**src/hdl/rdcache_pkg.sv**
```systemverilog
// read cache shared definitions
package rdcache_pkg;

  ////////////////////
  // geometry
  ////////////////////

  // word address and data width
  localparam int ADDR_W = 16;
  localparam int WORD_W = 32;
  // line layout
  localparam int OFF_W          = 2;
  localparam int WORDS_PER_LINE = 1 << OFF_W;
  localparam int IDX_W          = 4;
  localparam int NUM_LINES      = 1 << IDX_W;
  localparam int TAG_W          = ADDR_W - IDX_W - OFF_W;

  // inclusive cacheable window, word addresses
  localparam logic [ADDR_W-1:0] CACHEABLE_BASE  = 16'h0000;
  localparam logic [ADDR_W-1:0] CACHEABLE_LIMIT = 16'h7FFF;

  ////////////////////
  // payloads
  ////////////////////

  typedef struct packed {
    logic [ADDR_W-1:0] addr;
  } core_req_t;

  typedef struct packed {
    logic [WORD_W-1:0] rdata;
  } core_rsp_t;

  // nc set for an uncached single-word fetch
  typedef struct packed {
    logic [ADDR_W-1:0] addr;
    logic              nc;
  } miss_req_t;

  typedef struct packed {
    logic             valid;
    logic [TAG_W-1:0] tag;
  } tag_entry_t;

  typedef struct packed {
    logic [WORDS_PER_LINE-1:0][WORD_W-1:0] words;
  } line_t;

  // address split: tag | index | offset
  function automatic logic [TAG_W-1:0] addr_tag(input logic [ADDR_W-1:0] a);
    return a[ADDR_W-1 -: TAG_W];
  endfunction

  function automatic logic [IDX_W-1:0] addr_idx(input logic [ADDR_W-1:0] a);
    return a[OFF_W +: IDX_W];
  endfunction

  function automatic logic [OFF_W-1:0] addr_off(input logic [ADDR_W-1:0] a);
    return a[OFF_W-1:0];
  endfunction

  function automatic logic is_cacheable(input logic [ADDR_W-1:0] a);
    return (a >= CACHEABLE_BASE) && (a <= CACHEABLE_LIMIT);
  endfunction

endpackage

```
**src/hdl/rdcache_beat_cnt.sv**
```systemverilog
// refill beat counter
`timescale 1ns/100ps

module rdcache_beat_cnt (
  input  logic                          clk_i,
  input  logic                          rst_ni,
  input  logic                          clr_i,
  input  logic                          inc_i,
  output logic [rdcache_pkg::OFF_W-1:0] beat_o,
  output logic                          last_o
);
  import rdcache_pkg::*;

  logic [OFF_W-1:0] beat_q;

  // clear wins over increment
  always_ff @(posedge clk_i or negedge rst_ni) begin
    if (!rst_ni) begin
      beat_q <= '0;
    end else if (clr_i) begin
      beat_q <= '0;
    end else if (inc_i) begin
      beat_q <= beat_q + 1'b1;
    end
  end

  assign beat_o = beat_q;
  // final word of the line
  assign last_o = (beat_q == OFF_W'(WORDS_PER_LINE - 1));

endmodule

```
**src/hdl/rdcache_array.sv**
```systemverilog
// cache storage array
`timescale 1ns/100ps

module rdcache_array #(
  parameter type         entry_t = logic [31:0],
  parameter int unsigned DEPTH   = rdcache_pkg::NUM_LINES
) (
  input  logic                          clk_i,
  input  logic                          rst_ni,
  input  logic                          rd_i,
  input  logic                          wr_i,
  input  logic [rdcache_pkg::IDX_W-1:0] idx_i,
  input  entry_t                        wdata_i,
  output entry_t                        rdata_o
);

  entry_t mem_q [DEPTH];
  entry_t rdata_q;

  // cleared on reset, so tag valid bits start low
  always_ff @(posedge clk_i or negedge rst_ni) begin
    if (!rst_ni) begin
      for (int i = 0; i < DEPTH; i++) begin
        mem_q[i] <= '0;
      end
      rdata_q <= '0;
    end else begin
      if (wr_i) begin
        mem_q[idx_i] <= wdata_i;
      end
      // registered read, output holds between reads
      if (rd_i) begin
        rdata_q <= mem_q[idx_i];
      end
    end
  end

  assign rdata_o = rdata_q;

  a_rd_wr_excl: assert property (@(posedge clk_i) disable iff (!rst_ni)
    !(rd_i && wr_i))
    else $error("array read and write in same cycle");

endmodule

```
**src/hdl/rdcache_ctrl.sv**
```systemverilog
// read cache controller
`timescale 1ns/100ps

module rdcache_ctrl (
  input  logic                             clk_i,
  input  logic                             rst_ni,
  input  logic                             cache_en_i,
  // four-phase core port
  input  logic                             core_req_i,
  input  rdcache_pkg::core_req_t           core_req_data_i,
  output logic                             core_ack_o,
  output rdcache_pkg::core_rsp_t           core_rsp_o,
  // array read side
  input  rdcache_pkg::tag_entry_t          tag_rdata_i,
  input  rdcache_pkg::line_t               line_rdata_i,
  output logic                             arr_rd_o,
  output logic [rdcache_pkg::IDX_W-1:0]    arr_idx_o,
  // four-phase miss unit port
  output logic                             miss_req_o,
  output rdcache_pkg::miss_req_t           miss_req_data_o,
  input  logic                             miss_ack_i,
  input  logic [rdcache_pkg::WORD_W-1:0]   miss_rdata_i
);
  import rdcache_pkg::*;

  typedef enum logic [2:0] {
    IDLE,
    LOOKUP,
    MISS_REQ,
    MISS_WAIT,
    RESPOND,
    RELEASE
  } state_e;

  state_e            state_d, state_q;
  logic              ack_d, ack_q;
  logic              miss_req_d, miss_req_q;
  logic [ADDR_W-1:0] addr_d, addr_q;
  logic              nc_d, nc_q;
  logic [WORD_W-1:0] rdata_d, rdata_q;
  logic              lookup_nc;
  logic              hit;

  ////////////////////
  // lookup
  ////////////////////

  // uncached when outside the window or cache off
  assign lookup_nc = !cache_en_i || !is_cacheable(addr_q);
  // arrays hold the latched index one cycle after IDLE
  assign hit = !lookup_nc && tag_rdata_i.valid
               && (tag_rdata_i.tag == addr_tag(addr_q));

  // read straight from the core address so data lands in LOOKUP
  assign arr_rd_o  = (state_q == IDLE) && core_req_i;
  assign arr_idx_o = addr_idx(core_req_data_i.addr);

  assign core_ack_o       = ack_q;
  assign core_rsp_o.rdata = rdata_q;
  assign miss_req_o       = miss_req_q;
  assign miss_req_data_o  = '{addr: addr_q, nc: nc_q};

  ////////////////////
  // fsm
  ////////////////////

  always_comb begin
    state_d    = state_q;
    ack_d      = ack_q;
    miss_req_d = miss_req_q;
    addr_d     = addr_q;
    nc_d       = nc_q;
    rdata_d    = rdata_q;
    unique case (state_q)
      IDLE: begin
        if (core_req_i) begin
          addr_d  = core_req_data_i.addr;
          state_d = LOOKUP;
        end
      end
      LOOKUP: begin
        nc_d = lookup_nc;
        if (hit) begin
          // select the word by offset and register the ack
          rdata_d = line_rdata_i.words[addr_off(addr_q)];
          ack_d   = 1'b1;
          state_d = RELEASE;
        end else begin
          state_d = MISS_REQ;
        end
      end
      MISS_REQ: begin
        miss_req_d = 1'b1;
        state_d    = MISS_WAIT;
      end
      MISS_WAIT: begin
        // refill writes land while the miss handshake runs
        if (miss_req_q && miss_ack_i) begin
          rdata_d    = miss_rdata_i;
          miss_req_d = 1'b0;
        end else if (!miss_req_q && !miss_ack_i) begin
          state_d = RESPOND;
        end
      end
      RESPOND: begin
        ack_d   = 1'b1;
        state_d = RELEASE;
      end
      RELEASE: begin
        // hold ack until the core drops req
        if (!core_req_i) begin
          ack_d   = 1'b0;
          state_d = IDLE;
        end
      end
      default: begin
        state_d = IDLE;
      end
    endcase
  end

  always_ff @(posedge clk_i or negedge rst_ni) begin
    if (!rst_ni) begin
      state_q    <= IDLE;
      ack_q      <= 1'b0;
      miss_req_q <= 1'b0;
    end else begin
      state_q    <= state_d;
      ack_q      <= ack_d;
      miss_req_q <= miss_req_d;
    end
  end

  // request payload
  always_ff @(posedge clk_i) begin
    addr_q  <= addr_d;
    nc_q    <= nc_d;
    rdata_q <= rdata_d;
  end

  ////////////////////
  // assertions
  ////////////////////

  // miss unit writes only inside an open miss handshake
  a_rd_no_wr: assert property (@(posedge clk_i) disable iff (!rst_ni)
    arr_rd_o |-> !miss_req_o && !miss_ack_i)
    else $error("array read during miss handshake");

  // ack only rises on an edge that saw the request high
  a_ack_req: assert property (@(posedge clk_i) disable iff (!rst_ni)
    $rose(core_ack_o) |-> $past(core_req_i))
    else $error("core ack without request");

endmodule

```
**src/hdl/rdcache_miss_unit.sv**
```systemverilog
// cache miss unit
`timescale 1ns/100ps

module rdcache_miss_unit (
  input  logic                           clk_i,
  input  logic                           rst_ni,
  // from controller, four-phase
  input  logic                           miss_req_i,
  input  rdcache_pkg::miss_req_t         miss_req_data_i,
  output logic                           miss_ack_o,
  output logic [rdcache_pkg::WORD_W-1:0] miss_rdata_o,
  // memory side, four-phase
  output logic                           mem_req_o,
  output logic [rdcache_pkg::ADDR_W-1:0] mem_addr_o,
  input  logic                           mem_ack_i,
  input  logic [rdcache_pkg::WORD_W-1:0] mem_rdata_i,
  // array write side
  output logic                           arr_wr_o,
  output logic [rdcache_pkg::IDX_W-1:0]  arr_idx_o,
  output rdcache_pkg::tag_entry_t        tag_wdata_o,
  output rdcache_pkg::line_t             line_wdata_o
);
  import rdcache_pkg::*;

  typedef enum logic [2:0] {
    M_IDLE,
    M_REQ,
    M_DROP,
    M_WRITE,
    M_ACK
  } mstate_e;

  mstate_e          state_d, state_q;
  miss_req_t        req_q;
  line_t            line_q;
  logic [OFF_W-1:0] beat;
  logic             last;
  logic             start;
  logic             beat_done;

  // wait for the previous mem ack to drop before starting
  assign start     = (state_q == M_IDLE) && miss_req_i && !mem_ack_i;
  assign beat_done = (state_q == M_DROP) && !mem_ack_i;

  rdcache_beat_cnt i_beat_cnt (
    .clk_i  (clk_i),
    .rst_ni (rst_ni),
    .clr_i  (start),
    .inc_i  (beat_done),
    .beat_o (beat),
    .last_o (last)
  );

  ////////////////////
  // memory side
  ////////////////////

  assign mem_req_o  = (state_q == M_REQ);
  // nc: the word itself, refill: line base plus beat
  assign mem_addr_o = req_q.nc ? req_q.addr : {req_q.addr[ADDR_W-1:OFF_W], beat};

  // array write and miss answer
  assign arr_wr_o     = (state_q == M_WRITE);
  assign arr_idx_o    = addr_idx(req_q.addr);
  assign tag_wdata_o  = '{valid: 1'b1, tag: addr_tag(req_q.addr)};
  assign line_wdata_o = line_q;
  assign miss_ack_o   = (state_q == M_ACK);
  assign miss_rdata_o = line_q.words[addr_off(req_q.addr)];

  always_comb begin
    state_d = state_q;
    unique case (state_q)
      M_IDLE: begin
        if (start) begin
          state_d = M_REQ;
        end
      end
      M_REQ: begin
        if (mem_ack_i) begin
          if (req_q.nc) begin
            state_d = M_ACK;
          end else if (last) begin
            state_d = M_WRITE;
          end else begin
            state_d = M_DROP;
          end
        end
      end
      M_DROP: begin
        if (!mem_ack_i) begin
          state_d = M_REQ;
        end
      end
      M_WRITE: begin
        state_d = M_ACK;
      end
      M_ACK: begin
        if (!miss_req_i) begin
          state_d = M_IDLE;
        end
      end
      default: begin
        state_d = M_IDLE;
      end
    endcase
  end

  always_ff @(posedge clk_i or negedge rst_ni) begin
    if (!rst_ni) begin
      state_q <= M_IDLE;
    end else begin
      state_q <= state_d;
    end
  end

  // line buffer slot follows the low bits of the beat address
  always_ff @(posedge clk_i) begin
    if (start) begin
      req_q <= miss_req_data_i;
    end
    if ((state_q == M_REQ) && mem_ack_i) begin
      line_q.words[mem_addr_o[OFF_W-1:0]] <= mem_rdata_i;
    end
  end

  a_addr_stable: assert property (@(posedge clk_i) disable iff (!rst_ni)
    mem_req_o |=> !mem_req_o || $stable(mem_addr_o))
    else $error("mem address changed during request");

endmodule

```
**src/hdl/rdcache_top.sv**
```systemverilog
// read cache top level
`timescale 1ns/100ps

module rdcache_top (
  input  logic                           clk_i,
  input  logic                           rst_ni,
  input  logic                           cache_en_i,
  input  logic                           core_req_i,
  input  rdcache_pkg::core_req_t         core_req_data_i,
  output logic                           core_ack_o,
  output rdcache_pkg::core_rsp_t         core_rsp_o,
  output logic                           mem_req_o,
  output logic [rdcache_pkg::ADDR_W-1:0] mem_addr_o,
  input  logic                           mem_ack_i,
  input  logic [rdcache_pkg::WORD_W-1:0] mem_rdata_i
);
  import rdcache_pkg::*;

  logic              arr_rd, arr_wr;
  logic [IDX_W-1:0]  rd_idx, wr_idx;
  tag_entry_t        tag_rdata, tag_wdata;
  line_t             line_rdata, line_wdata;
  logic              miss_req, miss_ack;
  miss_req_t         miss_req_data;
  logic [WORD_W-1:0] miss_rdata;

  rdcache_ctrl i_ctrl (
    .clk_i           (clk_i),
    .rst_ni          (rst_ni),
    .cache_en_i      (cache_en_i),
    .core_req_i      (core_req_i),
    .core_req_data_i (core_req_data_i),
    .core_ack_o      (core_ack_o),
    .core_rsp_o      (core_rsp_o),
    .tag_rdata_i     (tag_rdata),
    .line_rdata_i    (line_rdata),
    .arr_rd_o        (arr_rd),
    .arr_idx_o       (rd_idx),
    .miss_req_o      (miss_req),
    .miss_req_data_o (miss_req_data),
    .miss_ack_i      (miss_ack),
    .miss_rdata_i    (miss_rdata)
  );

  // write strobe steers the shared index
  rdcache_array #(
    .entry_t (tag_entry_t),
    .DEPTH   (NUM_LINES)
  ) i_tag_array (
    .clk_i   (clk_i),
    .rst_ni  (rst_ni),
    .rd_i    (arr_rd),
    .wr_i    (arr_wr),
    .idx_i   (arr_wr ? wr_idx : rd_idx),
    .wdata_i (tag_wdata),
    .rdata_o (tag_rdata)
  );

  rdcache_array #(
    .entry_t (line_t),
    .DEPTH   (NUM_LINES)
  ) i_data_array (
    .clk_i   (clk_i),
    .rst_ni  (rst_ni),
    .rd_i    (arr_rd),
    .wr_i    (arr_wr),
    .idx_i   (arr_wr ? wr_idx : rd_idx),
    .wdata_i (line_wdata),
    .rdata_o (line_rdata)
  );

  rdcache_miss_unit i_miss_unit (
    .clk_i           (clk_i),
    .rst_ni          (rst_ni),
    .miss_req_i      (miss_req),
    .miss_req_data_i (miss_req_data),
    .miss_ack_o      (miss_ack),
    .miss_rdata_o    (miss_rdata),
    .mem_req_o       (mem_req_o),
    .mem_addr_o      (mem_addr_o),
    .mem_ack_i       (mem_ack_i),
    .mem_rdata_i     (mem_rdata_i),
    .arr_wr_o        (arr_wr),
    .arr_idx_o       (wr_idx),
    .tag_wdata_o     (tag_wdata),
    .line_wdata_o    (line_wdata)
  );

endmodule

```
**config.mk**
```make
export PLATFORM = sky130hd
export DESIGN_NAME = rdcache_top
export DESIGN_NICKNAME = d
export VERILOG_FILES = /design/src/hdl/rdcache_pkg.sv /design/src/hdl/rdcache_beat_cnt.sv /design/src/hdl/rdcache_array.sv /design/src/hdl/rdcache_ctrl.sv /design/src/hdl/rdcache_miss_unit.sv /design/src/hdl/rdcache_top.sv
export SDC_FILE = /design/constraint.sdc
export NUM_CORES = 2
export LEC_CHECK = 0
export ABC_CLOCK_PERIOD_IN_PS = 5950
export CAP_MARGIN = 10
export CORE_MARGIN = 4
export CORE_UTILIZATION = 55
export CTS_CLUSTER_SIZE = 40
export DETAILED_ROUTE_END_ITERATION = 8
export DONT_BUFFER_PORTS = 1
export PLACE_DENSITY = 0.71
export SLEW_MARGIN = 20
export SYNTH_ARGS = -nofsm -noshare
export SYNTH_HDL_FRONTEND = slang
export SYNTH_SLANG_ARGS = --single-unit
export TNS_END_PERCENT = 100
```
**constraint.sdc**
```tcl
create_clock -name clk_i -period 5.95 [get_ports clk_i]
set_input_delay 0.8925 -clock clk_i [delete_from_list [all_inputs] [get_ports clk_i]]
set_output_delay 0.8925 -clock clk_i [all_outputs]
set_load 0.005 [all_outputs]
```
==> results.md <==
* Status: finished, final reports clean
* Hold Path Class: input port to async pin
* Total Wirelength at 332 mm
* Core region area at 0.214 sq mm
* Ys flop type: dfrtp_1
* Post-synth cell types at 48
* Switch Pwr at 12,300 uW
* Skew-Pair Late Insertion Delay at 0.95 ns
* Synth top area cells: dfrtp_1 (50%), mux2_2 (27%), o211ai_1 (8.0%)
* RSZ-0062 raised after global routing: no
* Setup slack after layout at 0.805 ns
* Width of the die at 472 microns
* DRT iter0 DRCs at 6,565
* Slew Limit Fails at 0
* Layout cells sized above 1 at 42.0%
* R2r setup slk at 1.50 ns
* Arrival @ worst endpoint at 6.19 ns
* First-pass GRT wire length at 505 mm
* Die area at 0.223 sq mm
* Number of synthesized flops with an enable pin at 194
* Share of flip-flops with an asynchronous set or reset at 92.4%
* R2r worst-path depth at 6
* Internal at 33,400 uW
* PD cells at 352 mW/mm^2
* Row cnt at 170
* Multi-input gate area at 0.0480 sq mm
* Final non-filler cell total at 11,344
* Post-detail-place hpwl at 167 mm
* Fin. Hold Viols at 0
* Placed insts at 10,814
* Register Area at 0.0652 sq mm
* Worst Setup End Kind: async pin
* Pre-CTS WS at 0.333 ns
* Root buffer cell: clkbuf_16
* Layout fillers at 16,047
* Final setup viols at 0
* Gr usage total at 29.7%
* Slew @ Worst Pin at 1.21 ns
* Initial DRT Pass Iterations at 5
* I/O Buffers at 0
* Area leader, netlist: dfrtp_1
* DRC at 0
* IO Pins at 103
* Synthesized instance count at 8,696
* Vias at 75,190
* Lkg Pwr at 0.0595 uW
* Sw Ratio at 27.0%
* Synth top area share at 50.1%
* Netlist Area Pre-Place at 0.118 sq mm
* Layout Nets at 8,341
* Clock share of power at 37.6%
* Final Critical Period at 5.15 ns
* CTS buffer count at 283
* Reg clk slew, reported paths at 0.06 ns
* Final GP Congestion at 0.779
* Critical R2R Launch: i_miss_unit.state_q[1]
* Skew final at 0.0479 ns
* Critical path class: input port to async pin
* Tcrit/Tclk final at 86.5%
* Hold slack at 0.0346 ns
* Yosys reg bits at 2,567
* Worst reg2reg endpoint: i_data_array.rdata_o[77]
* CTS tree: done
* Gate power share at 15.5%
* GRT overflow at 0
* Vias per cell at 6.63
* Antenna violations before repair at 13
* Seq pwr share at 46.9%
* Area growth syn-to-layout at 9.83%
* Vias in the first global route at 78,074
* Net count after synthesis at 8,750
* Crit Path Max Fanout at 149
* Post-CTS setup buffers at 0
* Synth Warn # at 0
* Slew HR at 19.2%
* Initial Utilization at 55.3%
* CTS sink cnt at 2,567
* Worst setup SP type: input port
* Fmax at 194 MHz
* Pin count of the biggest net entering global routing at 238
* H-tree Lvls at 5
* Syn Area/Cell at 13.6 sq um
* Routed Antenna Nets at 0
* Die height at 472 microns
* VDD IR max at 0.383 mV
* Worst endpoint required time at 6.99 ns
* Setup TNS at 0 ns
* Clk buf depth at 4
* Register area share after synthesis at 55.0%
* Max Cap Viol at 0
* Wire per inst at 29.3 microns
[worst max-delay path: stages]
cell and delay [ns]:
dlymetal6s2s_1 0.58, buf_16 0.56, buf_16 0.50, buf_16 0.45
buf_16 0.49, buf_16 0.41, buf_16 0.55, buf_16 0.57
buf_16 0.43
[power by group through the flow]
stage | Sequential (uW) | Clock, uW | Combinational [uW]
after floorplan | 21000 | 0 | 4950
after global placement | 21600 | 0 | 6830
after detailed placement | 21700 | 0 | 7030
after CTS | 21400 | 17400 | 7090
after global routing | 21700 | 18200 | 7630
final | 21500 | 17200 | 7110
[layout by cell type, fill, tap and decap left out, types with 11 or more instances in the layout]
cell and instances:
o211ai_1 1256, a21oi_1 12, clkinv_1 11, buf_4 87, mux2_2 2890, dfrtp_1 2373
a221oi_1 139, clkbuf_16 295, buf_12 64, buf_16 20, clkbuf_1 75, diode_2 19
mux4_2 64, mux2_1 43, inv_1 422, dlygate4sd3_1 18, bufinv_16 15, edfxtp_1 194
a41oi_1 139, nand2_1 19, nand2b_1 19, clkinv_2 37, nor2_1 147, clkbuf_8 44
[what timing repair did]
action / in CTS / in global routing
hold buffers: 19 / 0
setup endpoints to repair: 0 / 220
hold endpoints to repair: 154 / 0
resized for setup: 0 / 2
[metal layers]
metal | wire length, microns | part of all wire [%] | GRT usage [%]
met1 | 134000 | 40 | 39.3
met2 | 159000 | 48 | 48.4
met3 | 24100 | 7.3 | 5.60
met4 | 15000 | 4.5 | 12.3
met5 | 49 | 0.015 | 0
[metrics by stage]
step	utilization, %	area [sq um]	power (uW)
finish	60.7	130000	45800
global placement	56.2	121000	28400
CTS	60.6	130000	45900
detailed placement	56.3	121000	28800
floorplan	-	118000	26000
global route	60.7	130000	47500
[logic make-up after synthesis]
family | Yosys count | share of synthesized area [%]
compound gates | 1562 | 10.2
xor+xnor | 9 | 0.0665
fa+ha+maj | 1 | 0.0106
buf+inv | 1308 | 4.61
flops | 2567 | 55.0
mux | 3003 | 29.2
simple gates | 246 | 0.941
[cell usage after synthesis (2+ instances only)]
| library cell | number |
|---|---|
| a32o_1 | 2 |
| buf_1 | 51 |
| edfxtp_1 | 194 |
| xor2_1 | 8 |
| inv_1 | 423 |
| nand2_1 | 24 |
| a41oi_1 | 139 |
| buf_2 | 309 |
| mux4_2 | 64 |
| o21ai_0 | 7 |
| mux2_1 | 43 |
| dfrtp_1 | 2373 |
| mux2i_1 | 5 |
| mux2_2 | 2890 |
| and4_1 | 2 |
| nor4_1 | 4 |
| or2_2 | 9 |
| a21oi_1 | 12 |
| and2_1 | 5 |
| or3_1 | 2 |
| and3_1 | 3 |
| nand3_1 | 5 |
| nor3b_1 | 3 |
| and3b_1 | 2 |
| nor2_1 | 151 |
| clkbuf_1 | 493 |
| nor3_1 | 4 |
| a31oi_1 | 2 |
| nand2b_1 | 20 |
| buf_4 | 17 |
| nand3b_1 | 4 |
| nor2b_1 | 4 |
| o211ai_1 | 1256 |
| a221oi_1 | 139 |
| buf_6 | 14 |
[flip-flops by register name (all words and copies together), names as in the netlist]
name,count
i_data_array.mem_q,2048
i_tag_array.mem_q,176
i_data_array.rdata_o,128
i_miss_unit.line_wdata_o,128
i_ctrl.core_rsp_o,32
i_ctrl.addr_q,16
i_tag_array.rdata_o,11
i_miss_unit.tag_wdata_o,10
i_miss_unit.arr_idx_o,4
i_ctrl.state_q,3
i_miss_unit.req_q,3
i_miss_unit.state_q,3
i_miss_unit.i_beat_cnt.beat_o,2
i_ctrl.core_ack_o,1
i_ctrl.miss_req_o,1
i_ctrl.nc_q,1
[worst max path at each step]
stage | slack [ns] | from | to | cells after the start
floorplan | 2.16 | i_ctrl.state_q[0] | i_ctrl.core_rsp_o[0] | 4
global route | 0.1 | rst_ni | i_data_array.mem_q[1186] | 9
global placement | 0.15 | rst_ni | i_data_array.mem_q[980] | 5
CTS | 0.11 | rst_ni | i_data_array.mem_q[564] | 7
finish | 0.80 | rst_ni | i_data_array.mem_q[1346] | 9
detailed placement | 0.33 | rst_ni | i_data_array.mem_q[980] | 6
[cell type report]
| class | count | share of cell area, % |
|---|---|---|
| Sequential cell | 2567 | 50.1 |
| Multi-Input combinational cell | 4821 | 36.9 |
| Clock buffer | 414 | 6.36 |
| Tap cell | 2838 | 2.73 |
| Timing Repair Buffer | 190 | 2.06 |
| Inverter | 424 | 1.23 |
| Clock inverter | 71 | 0.568 |
| Antenna cell | 19 | 0.0365 |
Power figures use the tool's default switching activity.
